==> config.mk <==
export PLATFORM = sky130hd
export DESIGN_NAME = pe_array_controller
export DESIGN_NICKNAME = d
export VERILOG_FILES = /design/src/logic/accel_cfg_pkg.sv /design/src/logic/pe_array_controller.sv
export SDC_FILE = /design/constraint.sdc
export NUM_CORES = 1
export LEC_CHECK = 0
export ABC_CLOCK_PERIOD_IN_PS = 3100
export BUFFER_PORTS_ARGS = -buffer_cell sky130_fd_sc_hd__clkbuf_2
export CAP_MARGIN = 25
export CORE_MARGIN = 2
export CORE_UTILIZATION = 41
export DETAILED_ROUTE_END_ITERATION = 12
export GPL_ROUTABILITY_DRIVEN = 0
export PLACE_DENSITY = 0.92
export SLEW_MARGIN = 20
export SYNTH_ARGS = -nofsm -noshare
export SYNTH_HDL_FRONTEND = slang
export SYNTH_SLANG_ARGS = --single-unit
==> constraint.sdc <==
create_clock -name vclk -period 3.1
set_input_delay 0.155 -clock vclk [all_inputs]
set_output_delay 0.155 -clock vclk [all_outputs]
set_load 0.02 [all_outputs]
==> src/logic/accel_cfg_pkg.sv <==
// array and layer configuration
package accel_cfg_pkg;

    localparam int ARRAY_DIM = 8;                  // rows and columns of the pe grid
    localparam int ACT_W     = 8;
    localparam int PSUM_W    = 16;                 // wraps modulo 2^16
    localparam int CHAN_W    = 8;
    localparam int DIM_CNT_W = $clog2(ARRAY_DIM) + 1;
    localparam int VEC_CNT_W = 5;                  // 1 to 16 vectors per layer

    typedef logic [ACT_W-1:0]     act_t;           // activation or weight
    typedef logic [PSUM_W-1:0]    psum_t;
    typedef logic [CHAN_W-1:0]    chan_t;          // real channel count
    typedef logic [CHAN_W+1:0]    span_t;          // channel count times three
    typedef logic [DIM_CNT_W-1:0] dim_cnt_t;       // clipped row or column count
    typedef logic [VEC_CNT_W-1:0] vec_cnt_t;
    typedef logic [VEC_CNT_W-2:0] vec_idx_t;       // vector number 0..15

    // codes 2 and 3 are reserved and handled like conv3x3
    typedef enum logic [1:0] {
        POINTWISE = 2'd0,
        CONV3X3   = 2'd1
    } layer_type_e;

    typedef enum logic [1:0] {
        IDLE        = 2'd0,
        PREHEAT     = 2'd1,
        NORMAL_LOOP = 2'd2,
        FINISH      = 2'd3
    } seq_state_e;

endpackage

==> src/logic/pe_array_controller.sv <==
// pe array advance and enable control
`timescale 1ns/1ns

module pe_array_controller (
    input  accel_cfg_pkg::layer_type_e layer_type_i,
    input  logic                       preheat_state_i,
    input  logic                       normal_loop_state_i,
    input  logic [accel_cfg_pkg::ARRAY_DIM-1:0] ifmap_pop_matrix_i,
    input  logic                       pe_array_move_i,
    input  accel_cfg_pkg::chan_t       ic_real_i,
    input  accel_cfg_pkg::chan_t       oc_real_i,
    output logic pe_advance_matrix_o [accel_cfg_pkg::ARRAY_DIM-1:0][accel_cfg_pkg::ARRAY_DIM-1:0],
    output logic pe_en_matrix_o [accel_cfg_pkg::ARRAY_DIM-1:0][accel_cfg_pkg::ARRAY_DIM-1:0]
);

    accel_cfg_pkg::span_t    row_raw;
    accel_cfg_pkg::span_t    col_raw;
    accel_cfg_pkg::dim_cnt_t row_num;
    accel_cfg_pkg::dim_cnt_t col_num;

    // advance source follows the phase
    always_comb begin
        for (int r = 0; r < accel_cfg_pkg::ARRAY_DIM; r++) begin
            for (int c = 0; c < accel_cfg_pkg::ARRAY_DIM; c++) begin
                if (preheat_state_i) begin
                    pe_advance_matrix_o[r][c] = ifmap_pop_matrix_i[c]; // weight load per column
                end else if (normal_loop_state_i) begin
                    pe_advance_matrix_o[r][c] = pe_array_move_i;
                end else begin
                    pe_advance_matrix_o[r][c] = 1'b0;
                end
            end
        end
    end

    always_comb begin
        if (layer_type_i == accel_cfg_pkg::POINTWISE) begin
            row_raw = accel_cfg_pkg::span_t'(oc_real_i);
            col_raw = accel_cfg_pkg::span_t'(ic_real_i);
        end else begin // 3x3 and reserved codes
            row_raw = accel_cfg_pkg::span_t'(oc_real_i) * accel_cfg_pkg::span_t'(3);
            col_raw = accel_cfg_pkg::span_t'(ic_real_i) * accel_cfg_pkg::span_t'(3);
        end

        // clip to the grid
        if (row_raw >= accel_cfg_pkg::span_t'(accel_cfg_pkg::ARRAY_DIM)) begin
            row_num = accel_cfg_pkg::dim_cnt_t'(accel_cfg_pkg::ARRAY_DIM);
        end else begin
            row_num = accel_cfg_pkg::dim_cnt_t'(row_raw);
        end
        if (col_raw >= accel_cfg_pkg::span_t'(accel_cfg_pkg::ARRAY_DIM)) begin
            col_num = accel_cfg_pkg::dim_cnt_t'(accel_cfg_pkg::ARRAY_DIM);
        end else begin
            col_num = accel_cfg_pkg::dim_cnt_t'(col_raw);
        end

        for (int r = 0; r < accel_cfg_pkg::ARRAY_DIM; r++) begin
            for (int c = 0; c < accel_cfg_pkg::ARRAY_DIM; c++) begin
                pe_en_matrix_o[r][c] = (accel_cfg_pkg::dim_cnt_t'(r) < row_num) &&
                                       (accel_cfg_pkg::dim_cnt_t'(c) < col_num);
            end
        end
    end

endmodule

# Yosys cells after proc, flatten, opt, wreduce, memory -nomap -nowiden

Index checks and enable logic that the tools add are counted.

Register bits: 0
Output and inout bits: 128
Word-level logic and storage cells: 98

$mul: 2
Magnitude comparators: 18
Muxes and demuxes: 13
Reduce and logical (&&, ||, !) cells: 65

Operators with widths:

| cell                                                                | count |
|---|---|
| logical AND 1 bit                                                   | 64 |
| < comparator 3 x 4 -> 1 bit (first input constant)                  | 8 |
| greater-or-equal comparator 10 x 4 -> 1 bit (second input constant) | 2 |
| multiplier 8 x 2 -> 10 bit (second input constant)                  | 2 |
| two-way mux 10 bit                                                  | 2 |
| < comparator 1 x 4 -> 1 bit (first input constant)                  | 4 |
| < comparator 2 x 4 -> 1 bit (first input constant)                  | 4 |
| two-way mux 1 bit                                                   | 9 |
| two-way mux 4 bit                                                   | 2 |
| zero test 2 bit                                                     | 1 |

# Longest topological paths before layout

Depth after elaboration: 6
Gate-level depth with buffers: 10
Gate-level depth less buffers: 9

# Worst setup path after synthesis

OpenSTA, ideal clock, no wires.

Path kind: input-to-output
Start point: input oc_real_i[0]
End point: output pe_en_matrix_o[59] (netlist name)
Data arrival time: 2514 ps
Slack: 431 ps
Cell stages on the path: 10
Buffers on the path: 1
Path through: ha_1 fa_1 a21o_1 a221oi_2 mux2i_1 nor4_4 a31oi_4 nor2b_1 buf_2 a21oi_1

RTL lines:

| element         | RTL line                  | source |
|---|---|---|
| start, declared | pe_array_controller.sv:11 | `input accel_cfg_pkg::chan_t oc_real_i,` |
| end, declared   | pe_array_controller.sv:13 | `output logic pe_en_matrix_o [accel_cfg_pkg::ARRAY_DIM-1:0][accel_cfg_pkg::ARRAY_DIM-1:0]` |

==> results list <==
- Worst Slack Setup Final: 0.180 ns
* Vias in the first global route: about 1,900
- Layout clock buffer count: 0
* Hold violation count in the final report: 0
- CP startpoint kind: primary input
* Switching power share of the total: 67.1%
* CP max-delay cell: nor4_4
- For this block, the routed nets add up to 5490 um of wire.
* Number of search-and-repair iterations in the first detailed-routing pass: 4
- Hold-fix buffer count after cts: 0
* Estimated wirelength of the detail-placed design: between 4000 and 5000 um
- Routed vias: 2,187
- RSZ-0062 raised after global routing: true
- In this run the biggest area consumer among cell types represents 23.0% of the synthesized area.
- Fmax: 342 MHz
- After detailed routing, the number of remaining DRC violations is 0.
- The first routing iteration left 55 violations.
- For the pin with the worst max-slew slack, the measured transition is 0.792 ns.
- In this run the tightest slew margin relative to its limit is 45.7%.
- Post-route ant nets: 0
- The tightest min-delay check is of the primary input to primary output type.
- Dividing the synthesized area by the synthesized cell count gives roughly 6.8 um2.
- Logic gate share of total power: 100.0%
* Worst Setup End Kind: primary output
- Dpl ws: 0.0892 ns
* Distinct cell type count of the synthesized netlist: 46
- Die height: slightly above 70 um
* Synthesis-to-layout area growth: 25.9%
* Final routed wire length divided by cell count: 13.0 um
* GRT Resource Usage Total: 19.7%
- The worst path in the final design needs a cycle of a little under 3 ns, including I/O delays and setup.
- Total placed cells including tap cells: approximately 420
- Clk network pwr share: 0%
- Run status: complete, no violations
- Sorting the synthesized cells by area gives the leading types as buf_4 23%, ha_1 12%, nor2_1 9.4%.
* Total power per unit cell area: approximately 220 mW/mm2
- Number of non-filler instances in the completed layout: around 420
* Area leader, netlist: buf_4
- Of all nets on the critical path, the largest fanout is 8.
* P_sw: between 300 and 400 uW
- Buffers placed on the I/O ports in this run total around 160.
* Arrival time of data at the critical path endpoint: ~2.8 ns
* Warning count from the yosys run: 0
- Via density per instance: 5.17
* Highest-count cells in the layout ignoring fill and taps: 156 x clkbuf_2, 46 x nor2_1, 30 x a21oi_1, 27 x nand2_1, 17 x ha_1
- Area of the core region: roughly 0.0043 mm2
- Max-capacitance violation count: 0
- Most common library cell in the layout ignoring fill and taps: clkbuf_2
- In the final timing run, aggregate negative setup slack is 0 ns.
* Global-route wire length before repair: between 8000 and 9000 um
- Number of sequential storage elements: 0
* Peak supply drop: 0.109 mV
- I/O pin count: 157
- Cell-internal power: approximately 170 uW
* Cell repeated most along the worst path: clkbuf_2
- Initial Utilization: about 42%
* Area taken by flip-flops and latches: 0 um2
- Overall power consumption after layout is estimated at 507 uW.
- Horizontal extent of the die: 70.8 um
- Of the total power, registers draw 0%.
* Number of pins with negative max-slew slack in the final report: 0
- After global routing the overflow that remains totals 0.
* Pin count of the biggest net entering global routing: 14
* Req. time, crit path: a little under 3 ns
- Hold Worst Slack: 0.767 ns
- The die covers 0.00501 mm2.
* Core Rows: 24
- Portion of the post-synthesis area used by sequential elements: 0%
- After layout, the worst path uses 94.2% of the clock period.
- Post-synthesis cell count: 269
- The critical path goes through clkbuf_2 > ha_2 > fa_2 > a21o_1 > a221oi_2 > mux2i_2 > nor4_4 > a31oi_4 > nor2_2 > nor2_1 > clkbuf_2.
- Antenna violations before repair: 0
- Setup violations remaining at the end of the flow were counted as 0.
- Mapped Nets: 318
* Highest cell delay on the worst timing path: 0.41 ns
- By startpoint and endpoint, the worst setup path is classified as primary input to primary output.
* Post-layout nets: between 400 and 500
- Cells with a size suffix above 1 make up ~50% of the layout.
* Leakage power total: 1.24 nW
- The repair_antennas step left the layout with diodes totalling 0.
- Combined area of all synthesized cells: approximately 0.0018 mm2
==> layout make-up <==
type | count | area (um2)
fill | 409 | 2020
inverter | 9 | 33.8
multi-input combinational | 198 | 1360
tap | 52 | 65.1
timing repair buffer | 164 | 841
==> worst paths after layout <==
| kind | from | end | slack [ns] | cells after the start |
|---|---|---|---|---|
| worst max-delay path | oc_real_i[0] | pe_en_matrix_o[49] | 0.18 | 11 |
| worst min-delay path | ifmap_pop_matrix_i[2] | pe_advance_matrix_o[26] | 0.77 | 4 |
==> layer usage <==
layer | wire, um | track usage (%) | share of wire [%] | up-vias
li1 | - | - | - | 1077
met1 | 1960 | 21.4 | 36 | 982
met2 | 3000 | 40.1 | 55 | 117
met3 | 390 | 0.997 | 7.1 | 11
met4 | 143 | 6.29 | 2.6 | 0
met5 | 0 | 0 | 0 | -
==> cell usage after synthesis, drive strengths merged (3+ instances only) <==
master   n
buf     61
xnor2    3
a21oi   31
nor3     8
ha      18
xor2     3
a21o     4
nor2    49
nand2b   3
nand3    4
a31oi    3
nand2   27
mux2i    4
inv      9
o21ai    6
o21bai   4
==> power groups by stage <==
stage	Combinational [mW]	Sequential (mW)	Clock, mW
after global placement	0.489	0	0
after global routing	0.548	0	0
after CTS	0.502	0	0
after floorplan	0.413	0	0
final	0.507	0	0
after detailed placement	0.501	0	0
==> per-stage QoR <==
step	util (%)	area, um2
2_1_floorplan	-	1830
3_3_place_gp	52.6	2280
3_5_place_dp	52.6	2280
4_1_cts	52.6	2280
5_1_grt	53.2	2300
6_report	53.2	2300
==> cell families after synthesis <==
family | count (synthesis) | share of synthesized area [%]
adder cells (fa/ha/maj) | 20 | 14.5
AO/OA/AOI/OAI | 60 | 23.7
buffers and inverters | 71 | 26.4
XOR/XNOR | 6 | 2.87
AND/OR/NAND/NOR | 108 | 30.3
multiplexers | 4 | 2.19
==> critical path: cells and delay by family <==
family / cells / cell delay (ns)
adders and majority gates: 2 / 0.56
buffers and inverters: 2 / 0.28
muxes: 1 / 0.14
and+or+nand+nor: 3 / 0.88
AOI/OAI and AO/OA: 3 / 0.75
==> timing repair <==
item,CTS,global route
endpoints found under the setup margin,0,22
resized for setup,0,8
setup buffers,0,1
(Power assumes the default switching activity.)
