===== src/logic/accel_cfg_pkg.sv =====
// array and layer configuration
package accel_cfg_pkg;

    localparam int ARRAY_DIM = 8;                  // rows and columns of the pe grid
    localparam int ACT_W     = 8;
    localparam int PSUM_W    = 16;                 // wraps modulo 2^16
    localparam int CHAN_W    = 8;
    localparam int DIM_CNT_W = $clog2(ARRAY_DIM) + 1;
    localparam int VEC_CNT_W = 5;                  // 1 to 16 vectors per layer

    typedef logic [ACT_W-1:0]     act_t;           // activation or weight
    typedef logic [PSUM_W-1:0]    psum_t;
    typedef logic [CHAN_W-1:0]    chan_t;          // real channel count
    typedef logic [CHAN_W+1:0]    span_t;          // channel count times three
    typedef logic [DIM_CNT_W-1:0] dim_cnt_t;       // clipped row or column count
    typedef logic [VEC_CNT_W-1:0] vec_cnt_t;
    typedef logic [VEC_CNT_W-2:0] vec_idx_t;       // vector number 0..15

    // codes 2 and 3 are reserved and handled like conv3x3
    typedef enum logic [1:0] {
        POINTWISE = 2'd0,
        CONV3X3   = 2'd1
    } layer_type_e;

    typedef enum logic [1:0] {
        IDLE        = 2'd0,
        PREHEAT     = 2'd1,
        NORMAL_LOOP = 2'd2,
        FINISH      = 2'd3
    } seq_state_e;

endpackage


===== src/logic/pe_cell.sv =====
// multiply cell with chained row adder
`timescale 1ns/1ns

module pe_cell (
    input  logic                 clk,
    input  logic                 reset_i,
    input  logic                 preheat_i,      // advance loads weight, else product
    input  logic                 advance_i,
    input  logic                 en_i,
    input  accel_cfg_pkg::act_t  weight_lane_i,
    input  accel_cfg_pkg::act_t  act_lane_i,
    input  accel_cfg_pkg::psum_t psum_i,
    output accel_cfg_pkg::psum_t psum_o
);

    accel_cfg_pkg::act_t  weight_q;
    accel_cfg_pkg::psum_t product_q;

    always_ff @(posedge clk) begin
        if (reset_i) begin
            weight_q  <= '0;
            product_q <= '0;
        end else if (advance_i) begin
            if (preheat_i) begin
                weight_q <= weight_lane_i;
            end else if (en_i) begin
                product_q <= accel_cfg_pkg::psum_t'(weight_q) *
                             accel_cfg_pkg::psum_t'(act_lane_i);
            end else begin
                product_q <= '0;                     // disabled cells add nothing
            end
        end
    end

    // row chain, column 0 toward column 7
    assign psum_o = psum_i + product_q;

endmodule


===== config.mk =====
export PLATFORM = sky130hd
export DESIGN_NAME = pe_cell
export DESIGN_NICKNAME = d
export VERILOG_FILES = /design/src/logic/accel_cfg_pkg.sv /design/src/logic/pe_cell.sv
export SDC_FILE = /design/constraint.sdc
export NUM_CORES = 1
export LEC_CHECK = 0
export BUFFER_PORTS_ARGS = -buffer_cell sky130_fd_sc_hd__clkbuf_2
export CAP_MARGIN = 25
export CORE_MARGIN = 2
export CORE_UTILIZATION = 54
export DETAILED_ROUTE_END_ITERATION = 6
export PLACE_DENSITY = 0.84
export SLEW_MARGIN = 30
export SYNTH_ARGS = -nofsm -noshare
export SYNTH_HDL_FRONTEND = slang
export SYNTH_SLANG_ARGS = --single-unit

===== constraint.sdc =====
create_clock -name clk -period 5.3 [get_ports clk]
set_input_delay 1.59 -clock clk [delete_from_list [all_inputs] [get_ports clk]]
set_output_delay 1.59 -clock clk [all_outputs]
set_load 0.1 [all_outputs]

; Word level (Yosys, flattened, before mapping)
; Index checks and enable logic that the tools add are counted.
[classes]
addsub = 1
n_reduce_logical = 2
bitwise = 1
n_mux = 1
mul = 1
[op_table]
columns = op, count
row1 = $add A16 B16 Y16, 1
row2 = $mul A8 B8 Y16, 1
row3 = $mux W16, 1
row4 = $reduce_and A2 Y1, 2
row5 = $not A1 Y1, 1
[word_totals]
out_inout_bits = 16
reg_bits = 24
input_bits = 37
elab_cells = 8

; Depth between registers and ports, before layout
; Gate-level depths: netlist (run 1).
[logic_depth]
ltp_word = 2
ltp_mapped = 16
mapped_depth_nobuf = 16

; Least setup slack after synthesis (run 1)
; OpenSTA, ideal clock, no wires.
[synth_timing]
path_type = input port to output port
startpoint = input psum_i[0]
endpoint = output psum_o[10]
n_path_buf = 0
t_arrival_ns = 4.353
path_slack_ns = -0.643
path_stages = 9
required_ns = 3.710
path_cell_list = ha_1 -> inv_1 -> fa_1 -> nor2b_1 -> o21a_1 -> o21ai_1 -> a211oi_1 -> nor2_1 -> xnor2_1
[synth_between]
elab_chain_len = 1
[synth_lines]
columns = element, line
row1 = "start, declared", pe_cell.sv:12  ; input accel_cfg_pkg::psum_t psum_i,
row2 = $add A16 B16 Y16, pe_cell.sv:36  ; assign psum_o = psum_i + product_q;
row3 = "end, declared", pe_cell.sv:13  ; output accel_cfg_pkg::psum_t psum_o
; No other way between the ends.

; Worst setup path after layout (run 1)
[layout_timing]
startpoint = input psum_i[9]
endpoint = output psum_o[14]
; Same word-level chain as after synthesis.

==> out/qor.yml, run 1 <==
sta:
  rsz0062_at_grt: "yes"
  finalCriticalPeriod_ns: 5.23
  final_max_slew_viol_count: 0
  tightest_slew_ns: 0.626
  relSlewSlack: 0.582
  finClkSkew_ns: 0.00925
  finalCritPeriodShare: 0.987
  hold_ws_ns: 0.464
  fin_ws_ns: 0.0678
  setup_viol: 0
  fmax_mhz: 191
  hold_viol: 0
worst_setup_path:
  required_ns: 3.71
  cp_cell_sequence: "clkbuf_2, ha_1, buf_4, a21o_1, a21oi_4, o21ai_0, or4_1, a21oi_1, a311o_1, buf_12"
  path_buf_inv: 3
  cp-end-kind: "primary output"
  critPathArrivalTime_ns: 3.64
  start_kind: "input pin"
  path_class: "input pin to primary output"
  cp_max_fo: 4
  crit_family: "compound AO/OA/AOI/OAI gates"
  ff2ff_path_depth: 15
  critPathMaxStageDelay_ns: 0.42
  reg2reg_slack_ns: 1.03
  r2r-start: "weight_q[0]"
  slowest_stage: "or4_1"
  rr_endpoint: "product_q[10]"
synthesis:
  synth_top_area_share: 0.199
  syn_nets: 569
  ys_top_cells_by_count: "inv_1, ha_1, and2_1"
  netlist_area_um2: 3710
  synth_most_common_cell: "inv_1"
  async_flop_share: 0
  synthFlopType: "dfxtp_1"
  synth.largest_area_cell: "fa_1"
  synth_cell_type_count: 46
  synth_area_leaders: "fa_1, ha_1, dfxtp_1"
  synth_warnings: 0
  synth-seq-area-share: 0.129
  synth_edf_count: 0
  ys_ff_latch: 24
  syn_area_per_cell_um2: 8.36
  synth_cells: 444
routing:
  wl_per_cell_um: 14.6
  drt_iter0_drc: 155
  drc: 0
  ant_nets: 0
  route.vias.total: 3422
  dr.pass1.iters: 4
  viasPerCell: 5.71
  drt-total-wl_mm: 8.72
clock_network:
  clk_latency_ns: 0.27
  cts_tree: "done"
  clk_path_buf_depth: 2
  hold_buffers: 0
  ctsHtreeMaxLevel: 1
  cts_made_buffers: 3
  clockRootBuffer: "clkbuf_8"
  cts_num_sinks: 24
  cts.reportedPaths.clkPinSlew_ns: 0.10
cells_and_area:
  fillers: 522
  nNetsFinal: 645
  antenna_cells: 0
  area_growth_pct: 24.1
  drive_gt1_frac: 0.214
grt:
  grt_max_degree: 21
  antenna_found_initial: 0
  first_global_vias: 3270
  grt_use_total: 0.230
  grt_overflow: 0
  grt_pass1_wl_mm: 14.1
pwr:
  intPower_uw: 428
  p_clk_frac: 0.228
  peakVddDrop_mv: 0.173
  cellLeakagePower_nw: 2.34
  power_uw: 725
  swShare: 0.410
  pwr-share-comb: 0.504
  p_switching_uw: 297
  powerDensity_nw_per_um2: 157
  p_seq_frac: 0.268
die:
  die_area_um2: 7560
  die_w_um: 86.9
  floorplan.initialDensity: 0.553
  rows: 30
  coreArea_um2: 6720
  top_level_ports: 53
  die_h_um: 86.9
placed_design:
  port_buffers: 52
  dp_slack_ns: -0.200
  gp_congestion: 0.932
  dp_hpwl_mm: 7.23
min_path:
  holdCritStartpoint: "product_q[0]"
  worstHoldPathCells: 2
  hold_path_end: "product_q[0]"
  hold_class: "flip-flop to flip-flop"
job:
  cap_violations: 0
outcome:
  status: "finished clean"
## placed cells by master, fill, tap and decap left out, types with 3 or more instances in the layout
cell	count
nand3_1	16
nand2_1	46
nor2b_1	5
inv_1	57
and2_1	49
buf_4	29
nor2_1	11
fa_1	36
nand2b_1	4
a211o_1	3
dfxtp_1	24
xnor2_1	9
xor2_1	4
a21oi_2	7
o21ai_1	8
a21oi_1	27
ha_1	50
nor3_1	5
a21o_1	7
nand4_1	3
clkbuf_8	3
o21ai_0	12
clkbuf_2	42
nand4b_1	4
xnor2_2	6
o21a_1	6
buf_12	10
## kinds of logic after synthesis
| family | Yosys count | share of synthesized area |
|---|---|---|
| AO/OA/AOI/OAI | 91 | 0.161 |
| XOR/XNOR | 21 | 0.0495 |
| adder cells (fa/ha/maj) | 88 | 0.371 |
| buffers and inverters | 67 | 0.0697 |
| flip-flops | 24 | 0.129 |
| AND/OR/NAND/NOR | 153 | 0.219 |
## metrics by stage
stage | cells | setup TNS [ns] | util | instance area [µm²]
6_report | 599 | 0 | 0.686 | 4610
5_1_grt | 599 | -0.0891 | 0.686 | 4610
4_1_cts | 598 | 0 | 0.676 | 4540
3_5_place_dp | 594 | -0.740 | 0.666 | 4470
3_3_place_gp | 594 | -0.366 | 0.666 | 4470
2_1_floorplan | 444 | -0.377 | - | 3800
## worst max-delay path by stage
stage	endpoint	from	cells past startpoint	slack [ns]
2_1_floorplan	psum_o[4]	psum_i[0]	7	-0.30
3_3_place_gp	product_q[13]	act_lane_i[6]	16	-0.13
3_5_place_dp	product_q[13]	act_lane_i[7]	16	-0.20
4_1_cts	psum_o[14]	psum_i[0]	11	0.004
5_1_grt	product_q[14]	act_lane_i[6]	16	-0.05
6_report	psum_o[14]	psum_i[9]	10	0.07
## power groups by stage
| stage | combinational (mW) | sequential, mW | clock (mW) |
|---|---|---|---|
| after floorplan | 0.245 | 0.194 | 0 |
| after global placement | 0.349 | 0.198 | 0 |
| after detailed placement | 0.357 | 0.198 | 0 |
| after CTS | 0.360 | 0.194 | 0.165 |
| after global routing | 0.395 | 0.195 | 0.171 |
| final | 0.365 | 0.194 | 0.165 |
## what timing repair did
item / 4_1_cts / 5_1_grt
setup endpoints to repair: 0 / 11
gates resized for setup: 0 / 16
endpoints found under the hold margin: 0 / 0
buffers inserted: 0 / 1
## state kept, by name (all words and copies together) (netlist names)
register,count
weight_q,8
product_q,16
## layer usage
| layer | track usage | up-vias | wire length [µm] |
|---|---|---|---|
| met5 | 0 | - | 0 |
| met3 | 0.0275 | 19 | 464 |
| met2 | 0.405 | 96 | 4490 |
| met4 | 0.0497 | 0 | 140 |
| met1 | 0.303 | 1663 | 3630 |
| li1 | - | 1644 | - |
## final cells by class
class | instances | area (µm²) | share of cell area
clock inverter | 1 | 30.0 | 0.00651
inverter | 57 | 214 | 0.0464
sequential | 24 | 480 | 0.104
multi-input combinational | 353 | 3120 | 0.676
clock buffer | 3 | 41.3 | 0.00896
tap | 80 | 100 | 0.0217
timing repair buffer | 81 | 628 | 0.136
## tightest hold or removal path: cells and delay by family (launching register included)
kind | cells | cell delay [ns]
DFF | 1 | 0.32
and+or+nand+nor | 1 | 0.05
AOI/OAI and AO/OA | 1 | 0.05
Power figures use the tool's default switching activity.
==> inputs of run 2 (changes only) <==
CORE_MARGIN = unset   (was 2)
==> run 2 against run 1 <==
Effect of this change: the run now ends with design-rule violations left; flip-flop and latch count stayed put; largest power group unchanged; die area down 4.5%; first-iteration DRC count decreased by 3.9%; combinational power about the same; power decreased by 5.0%; global-route usage rose by 3.3 points.
==> out/qor.yml, run 2 (synthesis gave the netlist of run 1 again) <==
outcome:
  status: "finished with violations"
  violations: "design-rule violations"
pwr:
  cellLeakagePower_nw: 2.34  # about the same
  pwr-share-comb: 0.533  # +0.029
  p_seq_frac: 0.282  # +0.014
  intPower_uw: 394  # -7.9%
  p_switching_uw: 295  # -0.77%
  p_clk_frac: 0.184  # -0.044
  powerDensity_nw_per_um2: 151  # -4.2%
  peakVddDrop_mv: 0.0993  # -43%
  swShare: 0.428  # +0.0182
routing:
  wl_per_cell_um: 14.7  # +0.97%
  route.vias.total: 3429  # +0.20%
  drc: 2  # +2
  drt_iter0_drc: 149  # -3.9%
  viasPerCell: 5.73  # +0.37%
  dr.pass1.iters: 6  # +2
  ant_nets: 0  # unchanged
  drt-total-wl_mm: 8.79  # +0.80%
cells_and_area:
  drive_gt1_frac: 0.213  # -0.000821
  mostFrequentLayoutCells: "inv_1, ha_1, and2_1"
  postLayoutCoreUtil: 0.704  # +0.0179
  fillers: 492  # -5.7%
  mostFrequentLayoutCell: "inv_1"
  nNetsFinal: 647  # +0.31%
  top_regs: "product_q (16), weight_q (8)"
  area_growth_pct: 23.1
  final_cell_area_um2: 4570  # -0.81%
  antenna_cells: 0  # unchanged
  top_register: "product_q"
  largest_reg_flops: 16  # unchanged
placed_design:
  dpl-instance-area_um2: 4480  # +0.25%
  dp_hpwl_mm: 7.31  # +1.1%
  gp_congestion: 0.844  # -9.5%
  port_buffers: 52  # unchanged
  dp_slack_ns: -0.214  # -0.0147 ns
worst_setup_path:
  cp_max_fo: 6  # +2
  path_class: "input pin to flip-flop"
  start_kind: "input pin"
  required_ns: 5.43  # +1.72 ns
  cp-end-kind: "flip-flop"
  critPathArrivalTime_ns: 5.31  # +1.67 ns
clock_network:
  cts_made_buffers: 3  # unchanged
  ctsHtreeMaxLevel: 1  # unchanged
  cts.reportedPaths.clkPinSlew_ns: 0.08  # -0.02 ns
  cts_num_sinks: 24  # unchanged
  clk_latency_ns: 0.27  # about the same
  hold_buffers: 0  # unchanged
  clockRootBuffer: "clkbuf_8"
  cts_tree: "done"
  clk_path_buf_depth: 2  # unchanged
die:
  floorplan.initialDensity: 0.572  # +0.0191
  rows: 29  # -3.3%
  coreArea_um2: 6490  # -3.3%
  die_area_um2: 7210  # -4.5%
  top_level_ports: 53  # unchanged
  die_w_um: 84.9  # -2.3%
  die_h_um: 84.9  # -2.3%
grt:
  grt_max_degree: 21  # unchanged
  grt_overflow: 0  # unchanged
  antenna_found_initial: 0  # unchanged
  grt_pass1_wl_mm: 15.4  # +9.5%
  grt_use_total: 0.263  # +0.0331
  first_global_vias: 3441  # +5.2%
sta:
  relSlewSlack: 0.589  # +0.00775
  tightest_slew_ns: 0.615  # -0.0116 ns
  finalCritPeriodShare: 0.978  # -0.00915
  rsz0062_at_grt: "yes"
  hold_viol: 0  # unchanged
  finalCriticalPeriod_ns: 5.18  # -0.0485 ns
  setup_viol: 0  # unchanged
  final_max_slew_viol_count: 0  # unchanged
  fin_ws_ns: 0.116  # +0.0485 ns
  fmax_mhz: 193  # +0.94%
  finClkSkew_ns: 0.00825  # -0.00101 ns
min_path:
  hold_class: "flip-flop to flip-flop"
job:
  cap_violations: 0  # unchanged
==> run 2: cell count changes in the layout (fill, tap and decap cells not counted), sizes merged <==
cell,before,now
buf,39,41
clkbuf,45,46
bufinv,1,0
==> run 2: final timing paths <==
path,from,cells past startpoint,slack [ns],to
worst min-delay path,product_q[3],2,0.46,product_q[3]
worst max-delay path,act_lane_i[5],16,0.12,product_q[14]
worst min register to register,product_q[3],2,0.46,product_q[3]
worst max register to register,weight_q[0],15,0.95,product_q[14]
==> run 2: metal layers <==
layer | wire (µm) | GRT usage | vias to the layer above | part of all wire
met5 | 0 | 0 | - | 0
met4 | 68 | 0.0431 | 0 | 0.0077
li1 | - | - | 1653 | -
met2 | 4460 | 0.466 | 95 | 0.51
met3 | 406 | 0.0263 | 12 | 0.046
met1 | 3850 | 0.356 | 1669 | 0.44
==> run 2: timing repair <==
item,in CTS,in global routing
buffers inserted,0,1
endpoints found under the setup margin,0,11
gates resized for setup,0,12
==> run 2: stage by stage <==
step	hold WS [ns]	instances	TNS [ns]	total power [mW]
floorplan	0.429	444	-0.377	0.440
global route	0.498	598	-0.105	0.730
CTS	0.466	597	0	0.687
detailed placement	0.455	593	-0.935	0.560
finish	0.461	598	0	0.689
global placement	0.450	593	-0.395	0.551
==> run 2: cell type report <==
cell class / instances / area (µm²) / area share
clock buffers: 4 / 55.1 / 0.0120
inverters: 57 / 214 / 0.0468
multi-input cells: 353 / 3080 / 0.674
flip-flops and latches: 24 / 480 / 0.105
well taps: 77 / 96.3 / 0.0211
repair buffers: 83 / 643 / 0.141
==> run 2: worst max-delay path, cell delays in order <==
cell,delay [ns]
clkbuf_2,0.16
nand2_1,0.09
fa_1,0.48
fa_1,0.54
inv_1,0.05
fa_1,0.54
inv_1,0.06
fa_1,0.53
inv_1,0.04
ha_1,0.31
o21ai_0,0.19
nand2b_1,0.13
a31oi_2,0.22
o21ai_0,0.15
nand4b_1,0.12
o221ai_1,0.12
==> run 2: power by group through the flow <==
stage	combinational [mW]	sequential (mW)	clock [mW]
CTS	0.364	0.194	0.128
floorplan	0.245	0.194	0
global placement	0.353	0.198	0
global route	0.400	0.195	0.135
detailed placement	0.362	0.198	0
finish	0.367	0.194	0.127
==> inputs of run 3 (changes only) <==
CELL_PAD_IN_SITES_DETAIL_PLACEMENT = 0   (was unset)
CELL_PAD_IN_SITES_GLOBAL_PLACEMENT = 2   (was unset)
CORE_UTILIZATION = 32   (was 54)
MAX_ROUTING_LAYER = met4   (was unset)
PLACE_DENSITY = 0.83   (was 0.84)
==> run 3 against run 2 <==
Effect of this change: worst setup slack worse by 0.023 ns; the flow now finishes without violations; die area up 67%; register-to-register slack better by 0.14 ns; wire length up 1.1%; design area up 5.4%; fmax down 0.43%; first-iteration DRC count down 23%; non-clock buffer count up 10; cell count up 12%; combinational power about the same; largest power group unchanged.
==> out/qor.yml, run 3 (synthesis gave the netlist of run 1 again) <==
cells_and_area:
  drive_gt1_frac: 0.239  # +0.0261
  multi_input_area_um2: 3120  # +1.3%
  antenna_cells: 0  # unchanged
  post_layout_nonfiller_instances: 671  # +12%
  mostFrequentLayoutCell: "inv_1"
  nNetsFinal: 657  # +1.5%
  largest_reg_flops: 16  # unchanged
  final-seq-area_um2: 480  # unchanged
  top_register: "product_q"
  fillers: 1123  # +130%
  mostFrequentLayoutCells: "inv_1, ha_1, and2_1"
  top_regs: "product_q (16), weight_q (8)"
  area_growth_pct: 29.8
die:
  top_level_ports: 53  # unchanged
  die_w_um: 110  # +29%
  floorplan.initialDensity: 0.335  # -0.237
  rows: 38  # +31%
  die_h_um: 110  # +29%
  coreArea_um2: 11100  # +71%
  die_area_um2: 12000  # +67%
worst_setup_path:
  start_kind: "input pin"
  critPathArrivalTime_ns: 3.62  # -1.69 ns
  cp-end-kind: "primary output"
  cp_max_fo: 3  # -3
  path_class: "input pin to primary output"
  required_ns: 3.71  # -1.72 ns
  ff2ff_path_depth: 15  # unchanged
clock_network:
  clk_latency_ns: 0.26  # about the same
  clockRootBuffer: "clkbuf_16"
  ctsHtreeMaxLevel: 1  # unchanged
  cts_made_buffers: 3  # unchanged
  cts.reportedPaths.clkPinSlew_ns: 0.06  # -0.02 ns
  hold_buffers: 0  # unchanged
  clk_path_buf_depth: 2  # unchanged
  cts_num_sinks: 24  # unchanged
  cts_tree: "done"
grt:
  antenna_found_initial: 0  # unchanged
  first_global_vias: 3270  # -5.0%
  grt_pass1_wl_mm: 14.8  # -3.5%
  grt_max_degree: 21  # unchanged
  grt_overflow: 0  # unchanged
  grt_use_total: 0.159  # -0.104
routing:
  wl_per_cell_um: 13.2  # -9.9%
  drc: 0  # -2
  drt-total-wl_mm: 8.88  # +1.1%
  route.vias.total: 3323  # -3.1%
  drt_iter0_drc: 115  # -23%
  dr.pass1.iters: 5  # -1
  viasPerCell: 4.95  # -14%
  ant_nets: 0  # unchanged
pwr:
  p_seq_frac: 0.250  # -0.032
  peakVddDrop_mv: 0.110  # +10%
  cellLeakagePower_nw: 2.43  # +3.7%
  intPower_uw: 483  # +23%
  p_switching_uw: 299  # +1.6%
  p_clk_frac: 0.277  # +0.093
  powerDensity_nw_per_um2: 162  # +7.8%
  power_uw: 783  # +14%
  swShare: 0.382  # -0.0454
  pwr-share-comb: 0.473  # -0.060
sta:
  finClkSkew_ns: 0.00471  # -0.00353 ns
  final_max_slew_viol_count: 0  # unchanged
  finalCriticalPeriod_ns: 5.21  # +0.0227 ns
  hold_viol: 0  # unchanged
  rsz0062_at_grt: "yes"
  fmax_mhz: 192  # -0.43%
  finalCritPeriodShare: 0.982  # +0.00427
  hold_ws_ns: 0.460  # -0.00155 ns
  relSlewSlack: 0.639  # +0.0501
  tightest_slew_ns: 0.543  # -0.0716 ns
  setup_viol: 0  # unchanged
placed_design:
  gp_congestion: 0.860  # +1.9%
  place_inst: 664  # +12%
  dp_hpwl_mm: 7.68  # +5.1%
  port_buffers: 52  # unchanged
job:
  cap_violations: 0  # unchanged
min_path:
  hold_class: "flip-flop to flip-flop"
  worstHoldPathCells: 2  # unchanged
outcome:
  status: "finished clean"
## run 3: timing repair
action / in CTS / in global routing
gates resized for setup: 1 / 24
setup endpoints to repair: 1 / 11
pin swaps: 0 / 14
buffers inserted: 0 / 3
gates cloned: 0 / 0
## run 3: path summary, 6_finish.rpt
| path | start | endpoint | slack (ns) |
|---|---|---|---|
| worst max-delay path | psum_i[3] | psum_o[15] | 0.09 |
| worst min-delay path | product_q[2] | product_q[2] | 0.46 |
| worst max register to register | weight_q[0] | product_q[10] | 1.09 |
| worst min register to register | product_q[2] | product_q[2] | 0.46 |
## run 3: worst max-delay path, stage by stage
cell       delay (ns)
clkbuf_2         0.09
ha_1             0.30
a21o_1           0.17
a21oi_2          0.18
a2111oi_0        0.12
buf_4            0.16
or4_1            0.42
a21oi_2          0.20
xnor2_2          0.17
buf_12           0.21
## run 3: final cells by class
type                       count  area share
clock buffer                   3      0.0156
inverter                      57      0.0444
timing repair buffer          93       0.150
sequential                    24      0.0997
multi-input combinational    353       0.648
clock inverter                 1     0.00623
tap                          140      0.0363
## run 3: power by group through the flow
stage | registers [mW] | clock network (mW) | logic [mW]
4_1_cts | 0.195 | 0.222 | 0.367
3_3_place_gp | 0.199 | 0 | 0.361
3_5_place_dp | 0.199 | 0 | 0.364
2_1_floorplan | 0.194 | 0 | 0.245
6_report | 0.196 | 0.217 | 0.370
5_1_grt | 0.196 | 0.230 | 0.405
## run 3: per-stage QoR
stage	util	setup TNS (ns)	cell area (µm²)	worst slack, ns
2_1_floorplan	-	-0.377	3800	-0.301
3_3_place_gp	0.417	-0.820	4620	-0.215
3_5_place_dp	0.417	-1.07	4620	-0.270
4_1_cts	0.427	0	4730	0.0453
5_1_grt	0.435	-0.0310	4820	-0.0175
6_report	0.435	0	4820	0.0936
## run 3: per-layer routing
metal  vias up  track usage  part of all wire
met5         -            -                 0
met4         0       0.0295            0.0096
met3        11       0.0130             0.024
met2        41        0.264              0.48
met1      1595        0.213              0.48
li1       1676            -                 -
