--- config.mk ---
export PLATFORM = sky130hd
export DESIGN_NAME = layer_sequencer
export DESIGN_NICKNAME = d
export VERILOG_FILES = /design/src/logic/accel_cfg_pkg.sv /design/src/logic/accel_mem_pkg.sv /design/src/logic/layer_sequencer.sv
export SDC_FILE = /design/constraint.sdc
export NUM_CORES = 1
export LEC_CHECK = 0
export ABC_AREA = 1
export BUFFER_PORTS_ARGS = -buffer_cell sky130_fd_sc_hd__buf_4
export CORE_MARGIN = 2
export CORE_UTILIZATION = 48
export DETAILED_ROUTE_END_ITERATION = 16
export PLACE_DENSITY = 0.86
export SKIP_CTS_REPAIR_TIMING = 1
export SYNTH_ARGS = -nofsm -noshare
export SYNTH_HDL_FRONTEND = slang
export SYNTH_SLANG_ARGS = --single-unit
--- constraint.sdc ---
create_clock -name clk -period 2.5 [get_ports clk]
set_clock_uncertainty 0.1 [all_clocks]
set_input_delay 0.5 -clock clk [delete_from_list [all_inputs] [get_ports clk]]
set_output_delay 0.5 -clock clk [all_outputs]
set_load 0.01 [all_outputs]
--- src/logic/accel_cfg_pkg.sv ---
// array and layer configuration
package accel_cfg_pkg;

    localparam int ARRAY_DIM = 8;                  // rows and columns of the pe grid
    localparam int ACT_W     = 8;
    localparam int PSUM_W    = 16;                 // wraps modulo 2^16
    localparam int CHAN_W    = 8;
    localparam int DIM_CNT_W = $clog2(ARRAY_DIM) + 1;
    localparam int VEC_CNT_W = 5;                  // 1 to 16 vectors per layer

    typedef logic [ACT_W-1:0]     act_t;           // activation or weight
    typedef logic [PSUM_W-1:0]    psum_t;
    typedef logic [CHAN_W-1:0]    chan_t;          // real channel count
    typedef logic [CHAN_W+1:0]    span_t;          // channel count times three
    typedef logic [DIM_CNT_W-1:0] dim_cnt_t;       // clipped row or column count
    typedef logic [VEC_CNT_W-1:0] vec_cnt_t;
    typedef logic [VEC_CNT_W-2:0] vec_idx_t;       // vector number 0..15

    // codes 2 and 3 are reserved and handled like conv3x3
    typedef enum logic [1:0] {
        POINTWISE = 2'd0,
        CONV3X3   = 2'd1
    } layer_type_e;

    typedef enum logic [1:0] {
        IDLE        = 2'd0,
        PREHEAT     = 2'd1,
        NORMAL_LOOP = 2'd2,
        FINISH      = 2'd3
    } seq_state_e;

endpackage

--- src/logic/accel_mem_pkg.sv ---
// global buffer layout
package accel_mem_pkg;

    localparam int GLB_DEPTH  = 64;
    localparam int GLB_ADDR_W = $clog2(GLB_DEPTH);
    localparam int LANE_W     = 16;                // one psum or act per lane
    localparam int GLB_WORD_W = accel_cfg_pkg::ARRAY_DIM * LANE_W;

    typedef logic [GLB_ADDR_W-1:0] glb_addr_t;
    typedef logic [GLB_WORD_W-1:0] glb_word_t;

    // word c holds column c weights, lane r for row r
    localparam glb_addr_t WEIGHT_BASE  = 6'd0;

    // word v holds input vector v, lane c for column c
    localparam glb_addr_t IFMAP_BASE   = 6'd8;

    localparam glb_addr_t SCRATCH_BASE = 6'd48;    // host side traffic only

endpackage

--- src/logic/layer_sequencer.sv ---
// layer phase sequencer
`timescale 1ns/1ns

module layer_sequencer (
    input  logic                              clk,
    input  logic                              reset_i,
    input  logic                              start_i,
    input  accel_cfg_pkg::vec_cnt_t           num_vectors_i,
    input  logic                              seq_rd_gnt_i,
    output logic                              seq_rd_req_o,
    output accel_mem_pkg::glb_addr_t          seq_rd_addr_o,
    output logic                              preheat_state_o,
    output logic                              normal_loop_state_o,
    output logic [accel_cfg_pkg::ARRAY_DIM-1:0] ifmap_pop_matrix_o,
    output logic                              pe_array_move_o,
    output logic                              opsum_valid_o,
    output accel_cfg_pkg::vec_idx_t           opsum_index_o,
    output logic                              busy_o,
    output logic                              done_o
);

    accel_cfg_pkg::seq_state_e state_q;
    accel_cfg_pkg::seq_state_e state_d;
    accel_cfg_pkg::vec_cnt_t   issue_cnt_q;
    accel_cfg_pkg::vec_cnt_t   arrive_cnt_q;
    accel_cfg_pkg::vec_cnt_t   phase_len;
    accel_cfg_pkg::vec_idx_t   rd_tag_q;         // column or vector of the pending read
    logic                      rd_pend_q;
    logic                      rd_fire;
    logic                      last_arrive;

    assign preheat_state_o     = (state_q == accel_cfg_pkg::PREHEAT);
    assign normal_loop_state_o = (state_q == accel_cfg_pkg::NORMAL_LOOP);
    assign busy_o              = (state_q != accel_cfg_pkg::IDLE);

    // reads per phase: one weight word per column, then the vectors
    assign phase_len = preheat_state_o ?
                       accel_cfg_pkg::vec_cnt_t'(accel_cfg_pkg::ARRAY_DIM) : num_vectors_i;

    assign seq_rd_req_o  = (preheat_state_o || normal_loop_state_o) && (issue_cnt_q < phase_len);
    assign seq_rd_addr_o = (preheat_state_o ? accel_mem_pkg::WEIGHT_BASE :
                                              accel_mem_pkg::IFMAP_BASE) +
                           accel_mem_pkg::glb_addr_t'(issue_cnt_q);
    assign rd_fire       = seq_rd_req_o && seq_rd_gnt_i;
    assign last_arrive   = rd_pend_q && (arrive_cnt_q == phase_len - 1'b1);

    assign pe_array_move_o = normal_loop_state_o && rd_pend_q; // ifmap word on glb_rdata

    always_comb begin
        for (int c = 0; c < accel_cfg_pkg::ARRAY_DIM; c++) begin
            ifmap_pop_matrix_o[c] = preheat_state_o && rd_pend_q &&
                                    (rd_tag_q == accel_cfg_pkg::vec_idx_t'(c));
        end
    end

    always_comb begin
        state_d = state_q;
        case (state_q)
            accel_cfg_pkg::IDLE: begin
                if (start_i) begin
                    state_d = accel_cfg_pkg::PREHEAT;
                end
            end
            accel_cfg_pkg::PREHEAT: begin
                if (last_arrive) begin
                    state_d = accel_cfg_pkg::NORMAL_LOOP; // all columns loaded
                end
            end
            accel_cfg_pkg::NORMAL_LOOP: begin
                if (last_arrive) begin
                    state_d = accel_cfg_pkg::FINISH;
                end
            end
            default: state_d = accel_cfg_pkg::IDLE;
        endcase
    end

    always_ff @(posedge clk) begin
        if (reset_i) begin
            state_q       <= accel_cfg_pkg::IDLE;
            issue_cnt_q   <= '0;
            arrive_cnt_q  <= '0;
            rd_pend_q     <= 1'b0;
            opsum_valid_o <= 1'b0;
            done_o        <= 1'b0;
        end else begin
            state_q       <= state_d;
            rd_pend_q     <= rd_fire;            // data one cycle after the grant
            opsum_valid_o <= pe_array_move_o;
            done_o        <= (state_q == accel_cfg_pkg::FINISH);
            if (state_d != state_q) begin
                issue_cnt_q  <= '0;              // fresh count per phase
                arrive_cnt_q <= '0;
            end else begin
                if (rd_fire) begin
                    issue_cnt_q <= issue_cnt_q + 1'b1;
                end
                if (rd_pend_q) begin
                    arrive_cnt_q <= arrive_cnt_q + 1'b1;
                end
            end
        end
    end

    always_ff @(posedge clk) begin
        if (rd_fire) begin
            rd_tag_q <= accel_cfg_pkg::vec_idx_t'(issue_cnt_q);
        end
        if (pe_array_move_o) begin
            opsum_index_o <= rd_tag_q;
        end
    end

endmodule

Word level (Yosys, flattened, before mapping)
Cells that the tools add are included.
W data, S select, Z words.

operators by class
  add/subtract/negate cells = 4
  order comparisons = 1
  equality and inequality tests = 12
  muxes and demuxes = 6
  reductions and logical operators = 18

operators with widths
  kind                   count
  $eq A4 B3 Y1 const B   4
  $logic_and A1 B1 Y1    13
  $add A5 B1 Y5 const B  2
  $eq A4 B2 Y1 const B   2
  $add A4 B5 Y6          1
  $mux W2                3
  $pmux W2 S3            1
  $eq A5 B5 Y1           1
  $lt A5 B5 Y1           1
  $mux W5                1
  $sub A5 B1 Y5 const B  1
  $eq A2 B2 Y1 const B   2
  $eq A4 B1 Y1 const B   1
  $logic_not A4 Y1       1
  $mux W4                1
  $eq A2 B1 Y1 const B   1
  $logic_not A2 Y1       1
  $ne A2 B2 Y1           1
  $reduce_bool A2 Y1     1
  $reduce_or A2 Y1       1
  $logic_or A1 B1 Y1     1

word-level totals
  register bits = 23
  bits of input ports = 9
  word-level logic and storage cells = 49

Depth between registers and ports, before layout
Gate-level depths: netlist of the first run.

  depth after elaboration = 9
  mapped depth = 22
  depth with buffers taken out = 22

Worst setup path after synthesis of the first run
Ideal clock, no wire load.

  kind = register to register
  from = register state_q[1]
  to = register arrive_cnt_q[1]
  setup time = 0.119 ns
  arrival time = 2.262 ns
  path slack = 0.020 ns
  stages on the path, launching flop included = 21
  buffers on the path = 0
  clock period less this slack = 2.480 ns
  cell sequence = dfxtp_1 > inv_1 > ha_1 > inv_4 > nand2_2 > ha_1 > inv_1 > nand2_1 > nand3_1 > nor2_4 > nand2_2 > nor2_2 > nand2_2 > nand3_1 > nand3_1 > nand2_1 > nand2_1 > nand2_1 > inv_2 > nand2_4 > nor2_2

on the way
  word-level cells in the longest chain between the ends = 9
  elaborated cells on any way between the ends = 13

ends and longest elaborated chain
  element                         line                                          text
  start: declaration              layer_sequencer.sv:22                         accel_cfg_pkg::seq_state_e state_q;
  start signal: assignment        layer_sequencer.sv:80                         state_q <= accel_cfg_pkg::IDLE;
  start signal: assignment        layer_sequencer.sv:87                         state_q <= state_d;
  $eq A2 B1 Y1 (*)                layer_sequencer.sv:32                         assign preheat_state_o = (state_q == accel_cfg_pkg::PREHEAT);
  named net preheat_state_o       layer_sequencer.sv:12                         output logic preheat_state_o,
  $mux W5                         layer_sequencer.sv:37                         assign phase_len = preheat_state_o ?
  $sub A5 B1 Y5                   layer_sequencer.sv:45                         assign last_arrive = rd_pend_q && (arrive_cnt_q == phase_len - 1'b1);
  $eq A5 B5 Y1                    layer_sequencer.sv:45
  $logic_and A1 B1 Y1             layer_sequencer.sv:45
  $mux W2 (on tied branches)      layer_sequencer.sv:70, layer_sequencer.sv:65
  $pmux W2 S3 (*)                 layer_sequencer.sv:58                         case (state_q)
  $ne A2 B2 Y1 (*)                layer_sequencer.sv:91                         if (state_d != state_q) begin
  $reduce_or A2 Y1 (no line) (*)  -
  end signal: assignment          layer_sequencer.sv:99                         arrive_cnt_q <= arrive_cnt_q + 1'b1;
  end: declaration                layer_sequencer.sv:25                         accel_cfg_pkg::vec_cnt_t arrive_cnt_q;

The timed path passes the listed nets; every way through them passes the cells marked *.
A chain may end at the register's enable or synchronous reset.

Worst setup path after layout of the first run
  from = register state_q[1]
  to = output seq_rd_req_o

on the way
  word-level cells in the longest chain between the ends = 4
  elaborated cells on any way between the ends = 6

ends and longest elaborated chain
  element                  line                   text
  $eq A2 B1 Y1             layer_sequencer.sv:32
  $mux W5                  layer_sequencer.sv:37
  $lt A5 B5 Y1             layer_sequencer.sv:40  assign seq_rd_req_o = (preheat_state_o || normal_loop_state_o) && (issue_cnt_q < phase_len);
  $logic_and A1 B1 Y1 (*)  layer_sequencer.sv:40
  end: declaration         layer_sequencer.sv:10  output logic seq_rd_req_o,

Mark *: on every way between the ends. The rest lies on a longest branch, timed or not.

==> results.yml, run 1 <==
run_status:
  outcome: "finished with violations"
  violations: "negative setup slack"
placed_design:
  dp_hpwl_um: 2380
  dp.cells: 259
  io_buffer_count: 33
  gp_congestion: 0.902
  place_area_mm2: 0.00178
worst_hold_path:
  min_to: "state_q[0]$_SDFF_PP0_"
  min_path_type: "in -> reg"
  hp-start: "reset_i"
  hold_depth: 2
sta:
  slew_viol_final: 0
  setup_slack_ns: -0.00906
  maxSlewHeadroom_pct: 77.3
  period_minus_slack_ns: 2.51
  period_share_pct: 100
  tightest_slew_ns: 0.340
  hold_viol_final: 0
  setup_viol: 1
  fin_tns_setup_ns: -0.00906
  clock.fmax_mhz: 399
  rsz0062_at_grt: "true"
layout:
  nNetsFinal: 256
  finalNonFillerCells: 266
  final_layout_size_suffix_gt1_share_pct: 39.5
  antennaDiodeCount: 0
  final_core_util_pct: 66.7
  fill_cells: 230
  design_area_mm2: 0.00199
  area_delta_synth_final_pct: 35.0
route:
  via_per_inst: 4.98
  drc: 0
  drtIter0Drc: 27
  detail-route-antenna-nets: 0
  drt-pass1-iter-count: 4
  vias: 1324
  routed_wl_um: 3480
  route.detailed.wl_per_inst_um: 13.1
cts:
  htreeDepth: 1
  clockBufferDepth: 2
  cts_sinks: 23
  clk_latency_ns: 0.31
  numCtsBuffers: 3
  cts_tree: "yes"
  clk_pin_slew_ns: 0.11
  cts_root_buffer: "clkbuf_4"
floorplanning:
  initial_core_util_pct: 49.4
  die_h_um: 59.4
  rows: 20
  fp.dieW_um: 59.4
  dieArea_mm2: 0.00352
  ios: 34
  core-area_mm2: 0.00298
synthesis:
  avgSynthCellArea_um2: 7.70
  synth_cell_type_count: 22
  synth-edff-count: 8
  yosysTopAreaCellShare_pct: 20.4
  synthFlopType: "dfxtp_1"
  yosysTopAreaCell: "dfxtp_1"
  ys_top_cells_by_count: "45 x nand2_1, 26 x inv_1, 17 x nor2_1"
  synthCells: 191
  netlist_area_mm2: 0.00147
  ys_warn_count: 0
  synth_area_leaders: "dfxtp_1 20%, edfxtp_1 16%, nand2_1 11%"
  ys_ff_latch: 23
  yosysSeqAreaShare_pct: 36.7
  synth_most_common_cell: "nand2_1"
  synth_fp_nets: 213
  async_flop_share_pct: 0
power:
  power.total_w: 0.000775
  ir_worst_vdd_mv: 0.350
  p_leak_nw: 0.927
  power.density_mw_per_mm2: 390
global_route:
  grt_overflow: 0
  grt_max_degree: 14
  grt_usage_pct: 16.9
  grt_pass1_wl_um: 4510
  antenna_found_initial: 0
  first_global_vias: 1087
critical_path:
  r2r_end: "arrive_cnt_q[2]$_SDFFE_PP0P_"
  crit_fanout: 8
  cp-start-kind: "flop"
  worst_setup_path_end_kind: "output port"
  worstPathRequired_ns: 1.90
  crit-reg2reg-launch: "state_q[1]$_SDFF_PP0_"
  worstPathArrival_ns: 1.91
  path_buf_inv: 5
  max_stage_delay_ns: 0.37
  r2r_setup_slack_ns: 0.10
  r2r_cells: 21
  crit_path_top_delay_cell: "dfxtp_2"
  cpLargestDelayFamily: "buffers and inverters"
  cp_cell_sequence: "inv_2, ha_4, inv_8, nand2_4, buf_6, ha_4, a21oi_2, o21ai_1, a21oi_1, nand2_1, inv_2, buf_6"
  path_class: "reg -> out"
run:
  cap_violations: 0
[kinds of logic (layout without fill, tap and decap cells)]
group / count (synthesis) / after routing / synth area share, %
AND/OR/NAND/NOR: 106 / 107 / 35.5
buffers and inverters: 33 / 74 / 9.35
flip-flops: 23 / 23 / 36.7
adder cells (fa/ha/maj): 13 / 13 / 11.1
AO/OA/AOI/OAI: 9 / 9 / 3.23
XOR/XNOR: 7 / 7 / 4.17
[flip-flops by register name, summed over array words and instances (netlist names)]
signal	cells
opsum_valid_o	1
done_o	1
state_q	2
rd_tag_q	4
rd_pend_q	1
issue_cnt_q	5
opsum_index_o	4
arrive_cnt_q	5
[area by class of cell]
class,count,area (µm²),area share [%]
clock buffers,3,22.5,1.13
clock inverters,1,5.00,0.252
inverters,30,120,6.05
multi-input cells,136,943,47.5
flip-flops and latches,23,543,27.3
well taps,33,41.3,2.08
repair buffers,40,312,15.7
[how the worst max path moves through the flow]
stage | cells past startpoint | endpoint | slack, ns | startpoint
2_1_floorplan | 20 | arrive_cnt_q[1]$_SDFFE_PP0P_ | 0.02 | state_q[1]$_SDFF_PP0_
3_3_place_gp | 19 | issue_cnt_q[4]$_SDFFE_PP0P_ | 0.04 | state_q[1]$_SDFF_PP0_
3_5_place_dp | 19 | arrive_cnt_q[2]$_SDFFE_PP0P_ | -0.02 | state_q[1]$_SDFF_PP0_
4_1_cts | 11 | seq_rd_req_o | -0.24 | state_q[1]$_SDFF_PP0_
5_1_grt | 12 | seq_rd_req_o | -0.13 | state_q[1]$_SDFF_PP0_
6_report | 12 | seq_rd_req_o | -0.009 | state_q[1]$_SDFF_PP0_
[routing by layer]
metal / share of wire (%) / track usage [%]
met5: 0 / 0
met2: 54 / 30.1
met1: 43 / 21.4
met3: 2.3 / 2.62
met4: 0.89 / 3.90
[through the flow]
step | hold WS [ns] | setup slack [ns]
floorplan | 0.328 | 0.0196
global placement | 0.341 | 0.0380
detailed placement | 0.344 | -0.0240
CTS | 0.287 | -0.238
global route | 0.265 | -0.126
finish | 0.286 | -0.00906
[power breakdown]
| part | switching [W] | internal, W | leakage, nW |
|---|---|---|---|
| sequential | 0.00000785 | 0.000394 | 0.194 |
| clock | 0.000109 | 0.0000598 | 0.0177 |
| combinational | 0.000120 | 0.0000844 | 0.715 |
| total | 0.000237 | 0.000538 | 0.927 |
[placed cells by master (no fill, tap or decap), drive strengths merged]
cell and instances:
inv 30, dfxtp 15, or2 1, a21oi 4
xor2 6, nor2 33, o31ai 1, clkinv 1
ha 13, clkbuf 3, nand2 56, edfxtp 8
buf 40, o21ai 4, xnor2 1, nand3 15
nor3 2
No activity file was read; power rests on OpenSTA's default activity.
==> run 2, diff against run 1 <==
--- a/config.mk
+++ b/config.mk
@@ -12,4 +12,5 @@
 export DETAILED_ROUTE_END_ITERATION = 16
 export PLACE_DENSITY = 0.86
+export SETUP_SLACK_MARGIN = 0.5
 export SKIP_CTS_REPAIR_TIMING = 1
 export SYNTH_ARGS = -nofsm -noshare
==> constraint.sdc (replaced) <==
create_clock -name clk -period 2.5 [get_ports clk]
set_clock_uncertainty 0.1 [all_clocks]
set_input_delay 0 -clock clk [delete_from_list [all_inputs] [get_ports clk]]
set_output_delay 0 -clock clk [all_outputs]
set_load 0.01 [all_outputs]
==> run 2 against run 1 <==
  * The flow finishes with violations (negative hold slack)
  * Sequential power is essentially flat
  * Die area unchanged
  * Critical path depth up 9
  * Via count is 1.9% higher
==> results.yml, run 2 (synthesis results as in run 1) <==
critical_path:
  cp-start-kind: "flop"
  worstPathRequired_ns: 2.67
  worst_setup_path_end_kind: "flop"
  max_stage_delay_ns: 0.39
  cp_cell_sequence: "inv_4, ha_4, inv_8, nand2_8, ha_4, inv_2, nand2_2, nand3_2, nor2_4, nand2_2, nor2_2, nand2_2, nand2_1, nand2_1, nand3_2, nand2_2, nand2_1, nand2_1, inv_2, nand2_8, nor2_4"
  r2r_setup_slack_ns: 0.03
  crit-reg2reg-launch: "state_q[1]$_SDFF_PP0_"
  endpoint: "arrive_cnt_q[0]$_SDFFE_PP0P_"
  r2r_cells: 21
  crit_path_top_delay_cell: "dfxtp_2"
  r2r_end: "arrive_cnt_q[0]$_SDFFE_PP0P_"
  path_class: "reg -> reg"
  crit_fanout: 6
  worstPathArrival_ns: 2.64
  critPathLaunch: "state_q[1]$_SDFF_PP0_"
sta:
  tightest_slew_ns: 0.300
  holdWs_ns: -0.00525
  hold_viol_final: 1
  period_share_pct: 98.7
  rsz0062_at_grt: "true"
  maxSlewHeadroom_pct: 79.9
  setup_viol: 0
  slew_viol_final: 0
  period_minus_slack_ns: 2.47
  clock.fmax_mhz: 405
layout:
  finalNonFillerCells: 273
  multi_input_area_um2: 960
  fill_cells: 234
  antennaDiodeCount: 0
  area_delta_synth_final_pct: 39.7
  nNetsFinal: 263
  final_common_cell: "buf_4"
  regArea_um2: 546
  final_core_util_pct: 69.0
  top_regs: "arrive_cnt_q x5, issue_cnt_q x5"
  final_layout_size_suffix_gt1_share_pct: 41.7
  layout_common_cells: "45 x buf_4, 42 x nand2_1, 23 x inv_1"
route:
  drtIter0Drc: 41
  drt-pass1-iter-count: 4
  vias: 1349
  routed_wl_um: 3440
  detail-route-antenna-nets: 0
  route.detailed.wl_per_inst_um: 12.6
  drc: 0
  via_per_inst: 4.94
global_route:
  grtUsageMet1_pct: 25.4
  antenna_found_initial: 0
  use_met2_pct: 32.2
  gr-max-usage-layer: "met2"
  grt_pass1_wl_um: 5090
  first_global_vias: 1119
  grt_use_met3_pct: 3.49
  grt_overflow: 0
  grt_max_degree: 13
  grt_usage_pct: 19.4
cts:
  clk_latency_ns: 0.32
  htreeDepth: 1
  cts_root_buffer: "clkbuf_4"
  numCtsBuffers: 3
  clk_pin_slew_ns: 0.12
  clockBufferDepth: 2
  cts_tree: "yes"
  cts_sinks: 23
run_status:
  violations: "negative hold slack"
  outcome: "finished with violations"
power:
  p_sw_w: 0.000248
  combPwrFrac_pct: 26.9
  p_clk_share_pct: 22.2
  p_leak_nw: 0.949
  sw_frac_of_total_pct: 31.2
  ir_worst_vdd_mv: 0.413
  p_int_w: 0.000545
  power.density_mw_per_mm2: 386
  power.total_w: 0.000793
  p_seq_share_pct: 50.9
placed_design:
  dp_hpwl_um: 2400
  dp.cells: 255
  io_buffer_count: 33
  gp_congestion: 0.864
floorplanning:
  core-area_mm2: 0.00298
  die_h_um: 59.4
  initial_core_util_pct: 49.4
  ios: 34
  fp.dieW_um: 59.4
  rows: 20
  dieArea_mm2: 0.00352
run:
  cap_violations: 0
worst_hold_path:
  min_path_type: "in -> reg"
==> run 2: final cells by class <==
type	instances	share of cell area (%)
clock buffers	4	1.28
inverters	30	6.09
multi-input cells	136	46.7
flip-flops and latches	23	26.5
well taps	33	2.01
repair buffers	47	17.4
==> run 2: layer usage <==
layer	wire [µm]	vias to the layer above
li1	-	694
met1	1510	613
met4	76	0
met2	1750	34
met3	104	8
met5	0	-
==> run 2: how the worst min path moves through the flow <==
stage	endpoint	cells after the start	start	slack (ns)
CTS	state_q[0]$_SDFF_PP0_	2	reset_i	-0.24
finish	state_q[1]$_SDFF_PP0_	6	start_i	-0.005
global placement	state_q[0]$_SDFF_PP0_	2	reset_i	0.10
floorplan	state_q[1]$_SDFF_PP0_	1	reset_i	-0.04
detailed placement	state_q[0]$_SDFF_PP0_	2	reset_i	0.10
global route	state_q[1]$_SDFF_PP0_	6	start_i	0.03
==> run 2: per-stage QoR <==
stage / cell area (µm²) / setup TNS (ns) / hold slack, ns / worst slack, ns
finish: 2060 / 0 / -0.00525 / 0.0322
global route: 2060 / -1.21 / 0.0311 / -0.146
CTS: 1840 / 0 / -0.238 / 0.0865
detailed placement: 1820 / 0 / 0.101 / 0.126
global placement: 1820 / 0 / 0.102 / 0.184
floorplan: 1540 / 0 / -0.0358 / 0.323
==> run 2: worst max-delay path: cells and delay by family (launching register included) <==
family / cells / cell delay (ns)
and+or+nand+nor: 15 / 1.17
adders and majority gates: 2 / 0.45
DFF: 1 / 0.39
buffers and inverters: 4 / 0.31
==> run 2: power by group through the flow <==
stage | logic, W | clock network, W | registers [W]
after floorplan | 0.000117 | 0 | 0.000409
after global placement | 0.000156 | 0 | 0.000411
after detailed placement | 0.000159 | 0 | 0.000412
after CTS | 0.000160 | 0.000171 | 0.000403
after global routing | 0.000237 | 0.000186 | 0.000405
final | 0.000213 | 0.000176 | 0.000403
==> run 3, diff against run 2 <==
==> constraint.sdc (replaced) <==
create_clock -name clk -period 2.5 [get_ports clk]
set_clock_uncertainty 0.1 [all_clocks]
set_input_delay 0.5 -clock clk [delete_from_list [all_inputs] [get_ports clk]]
set_output_delay 0.5 -clock clk [all_outputs]
set_load 0.01 [all_outputs]
==> run 3 against run 2 <==
  * The flow finishes with violations (negative setup slack)
  * First-iteration DRC count up 22%
  * Clock power down 3%
  * Final area down 1.7%
  * Combinational power down 4%
  * Via count down 1.0%
  * Total power down 1.7%
  * Critical endpoint is now seq_rd_req_o
  * Largest power group unchanged
==> results.yml, run 3 (synthesis results as in run 1) <==
run_status:
  outcome: "finished with violations"
  violations: "negative setup slack"
cts:
  cts_tree: "yes"
  htreeDepth: 1
  clk_pin_slew_ns: 0.11
  cts_root_buffer: "clkbuf_4"
  clockBufferDepth: 2
  numCtsBuffers: 3
  cts_sinks: 23
  clk_latency_ns: 0.31
route:
  drc: 0
  route.detailed.wl_per_inst_um: 12.3
  vias: 1335
  drt-pass1-iter-count: 4
  detail-route-antenna-nets: 0
  via_per_inst: 5.00
  routed_wl_um: 3270
  drtIter0Drc: 50
sta:
  tightest_slew_ns: 0.275
  setup_slack_ns: -0.0472
  slew_viol_final: 0
  period_minus_slack_ns: 2.55
  setup_viol: 1
  period_share_pct: 102
  hold_viol_final: 0
  maxSlewHeadroom_pct: 81.5
  rsz0062_at_grt: "true"
  clock.fmax_mhz: 393
layout:
  area_delta_synth_final_pct: 37.3
  multi_input_area_um2: 960
  nNetsFinal: 257
  fill_cells: 230
  layout_common_cells: "43 x nand2_1, 39 x buf_4, 23 x inv_1"
  final_core_util_pct: 67.9
  antennaDiodeCount: 0
  final_common_cell: "nand2_1"
  final_layout_size_suffix_gt1_share_pct: 41.9
  regArea_um2: 546
  top_regs: "arrive_cnt_q x5, issue_cnt_q x5"
global_route:
  grt_overflow: 0
  antenna_found_initial: 0
  gr-max-usage-layer: "met2"
  use_met2_pct: 27.9
  first_global_vias: 1101
  grt_max_degree: 13
  grt_pass1_wl_um: 4880
  grt_use_met3_pct: 3.06
  grtUsageMet1_pct: 25.8
  grt_usage_pct: 18.2
power:
  p_clk_share_pct: 21.9
  combPwrFrac_pct: 26.2
  p_leak_nw: 0.929
  power.density_mw_per_mm2: 386
  p_int_w: 0.000538
  power.total_w: 0.000779
  p_seq_share_pct: 51.8
  ir_worst_vdd_mv: 0.457
  p_sw_w: 0.000241
  sw_frac_of_total_pct: 30.9
placed_design:
  dp_hpwl_um: 2380
  io_buffer_count: 33
  gp_congestion: 0.845
floorplanning:
  die_h_um: 59.4
  initial_core_util_pct: 49.4
  core-area_mm2: 0.00298
  rows: 20
  dieArea_mm2: 0.00352
  fp.dieW_um: 59.4
  ios: 34
critical_path:
  cp-start-kind: "flop"
  path_class: "reg -> out"
  worstPathArrival_ns: 1.95
  worstPathRequired_ns: 1.90
  crit_fanout: 7
  worst_setup_path_end_kind: "output port"
worst_hold_path:
  min_path_type: "in -> reg"
run:
  cap_violations: 0
==> run 3: cell count changes in the layout (fill, tap and decap cells not counted), sizes merged <==
cell	previous run	this run
buf	45	41
clkinv	0	1
inv	30	29
dlygate4sd3	2	0
==> run 3: stage by stage <==
| step | hold slack, ns | cells | setup TNS, ns | setup slack [ns] | instance area (µm²) |
|---|---|---|---|---|---|
| final | 0.270 | 267 | -0.0472 | -0.0472 | 2020 |
| after global placement | 0.358 | 255 | 0 | 0.174 | 1820 |
| after floorplan | 0.328 | 191 | 0 | 0.323 | 1540 |
| after detailed placement | 0.370 | 255 | 0 | 0.134 | 1820 |
| after global routing | 0.278 | 267 | -1.78 | -0.171 | 2020 |
| after CTS | 0.279 | 259 | -0.157 | -0.157 | 1840 |
==> run 3: final timing paths <==
| kind | slack, ns | endpoint | cells past startpoint | from |
|---|---|---|---|---|
| max | -0.05 | seq_rd_req_o | 11 | state_q[1]$_SDFF_PP0_ |
| min | 0.27 | state_q[0]$_SDFF_PP0_ | 2 | reset_i |
| max reg2reg | 0.01 | issue_cnt_q[3]$_SDFFE_PP0P_ | 22 | state_q[1]$_SDFF_PP0_ |
| min reg2reg | 0.43 | opsum_index_o[0]$_DFFE_PP_ | 0 | rd_tag_q[0]$_DFFE_PP_ |
==> run 3: area by class of cell <==
type,count,area share [%]
multi-input cells,136,47.5
repair buffers,41,15.6
inverters,30,6.56
well taps,33,2.04
clock buffers,4,1.30
flip-flops and latches,23,27.0
==> run 3: power by group through the flow <==
stage          clock [W]  combinational (W)  sequential [W]
2_1_floorplan          0           0.000117        0.000409
3_3_place_gp           0           0.000156        0.000411
3_5_place_dp           0           0.000159        0.000412
4_1_cts         0.000166           0.000160        0.000403
5_1_grt         0.000186           0.000225        0.000405
6_report        0.000171           0.000204        0.000404
==> run 3: critical path: stages (launching register included) <==
cell,delay [ns]
dfxtp_2,0.36
inv_4,0.07
ha_4,0.20
clkinv_8,0.11
nand2_8,0.09
ha_4,0.20
a21oi_2,0.12
o21ai_1,0.08
a21oi_2,0.14
nand2_1,0.09
inv_2,0.08
buf_6,0.10
==> run 3: routing by layer <==
metal	share of wire [%]	up-vias
met2	50	40
li1	-	683
met5	0	-
met3	4.6	4
met4	1.3	0
met1	44	608
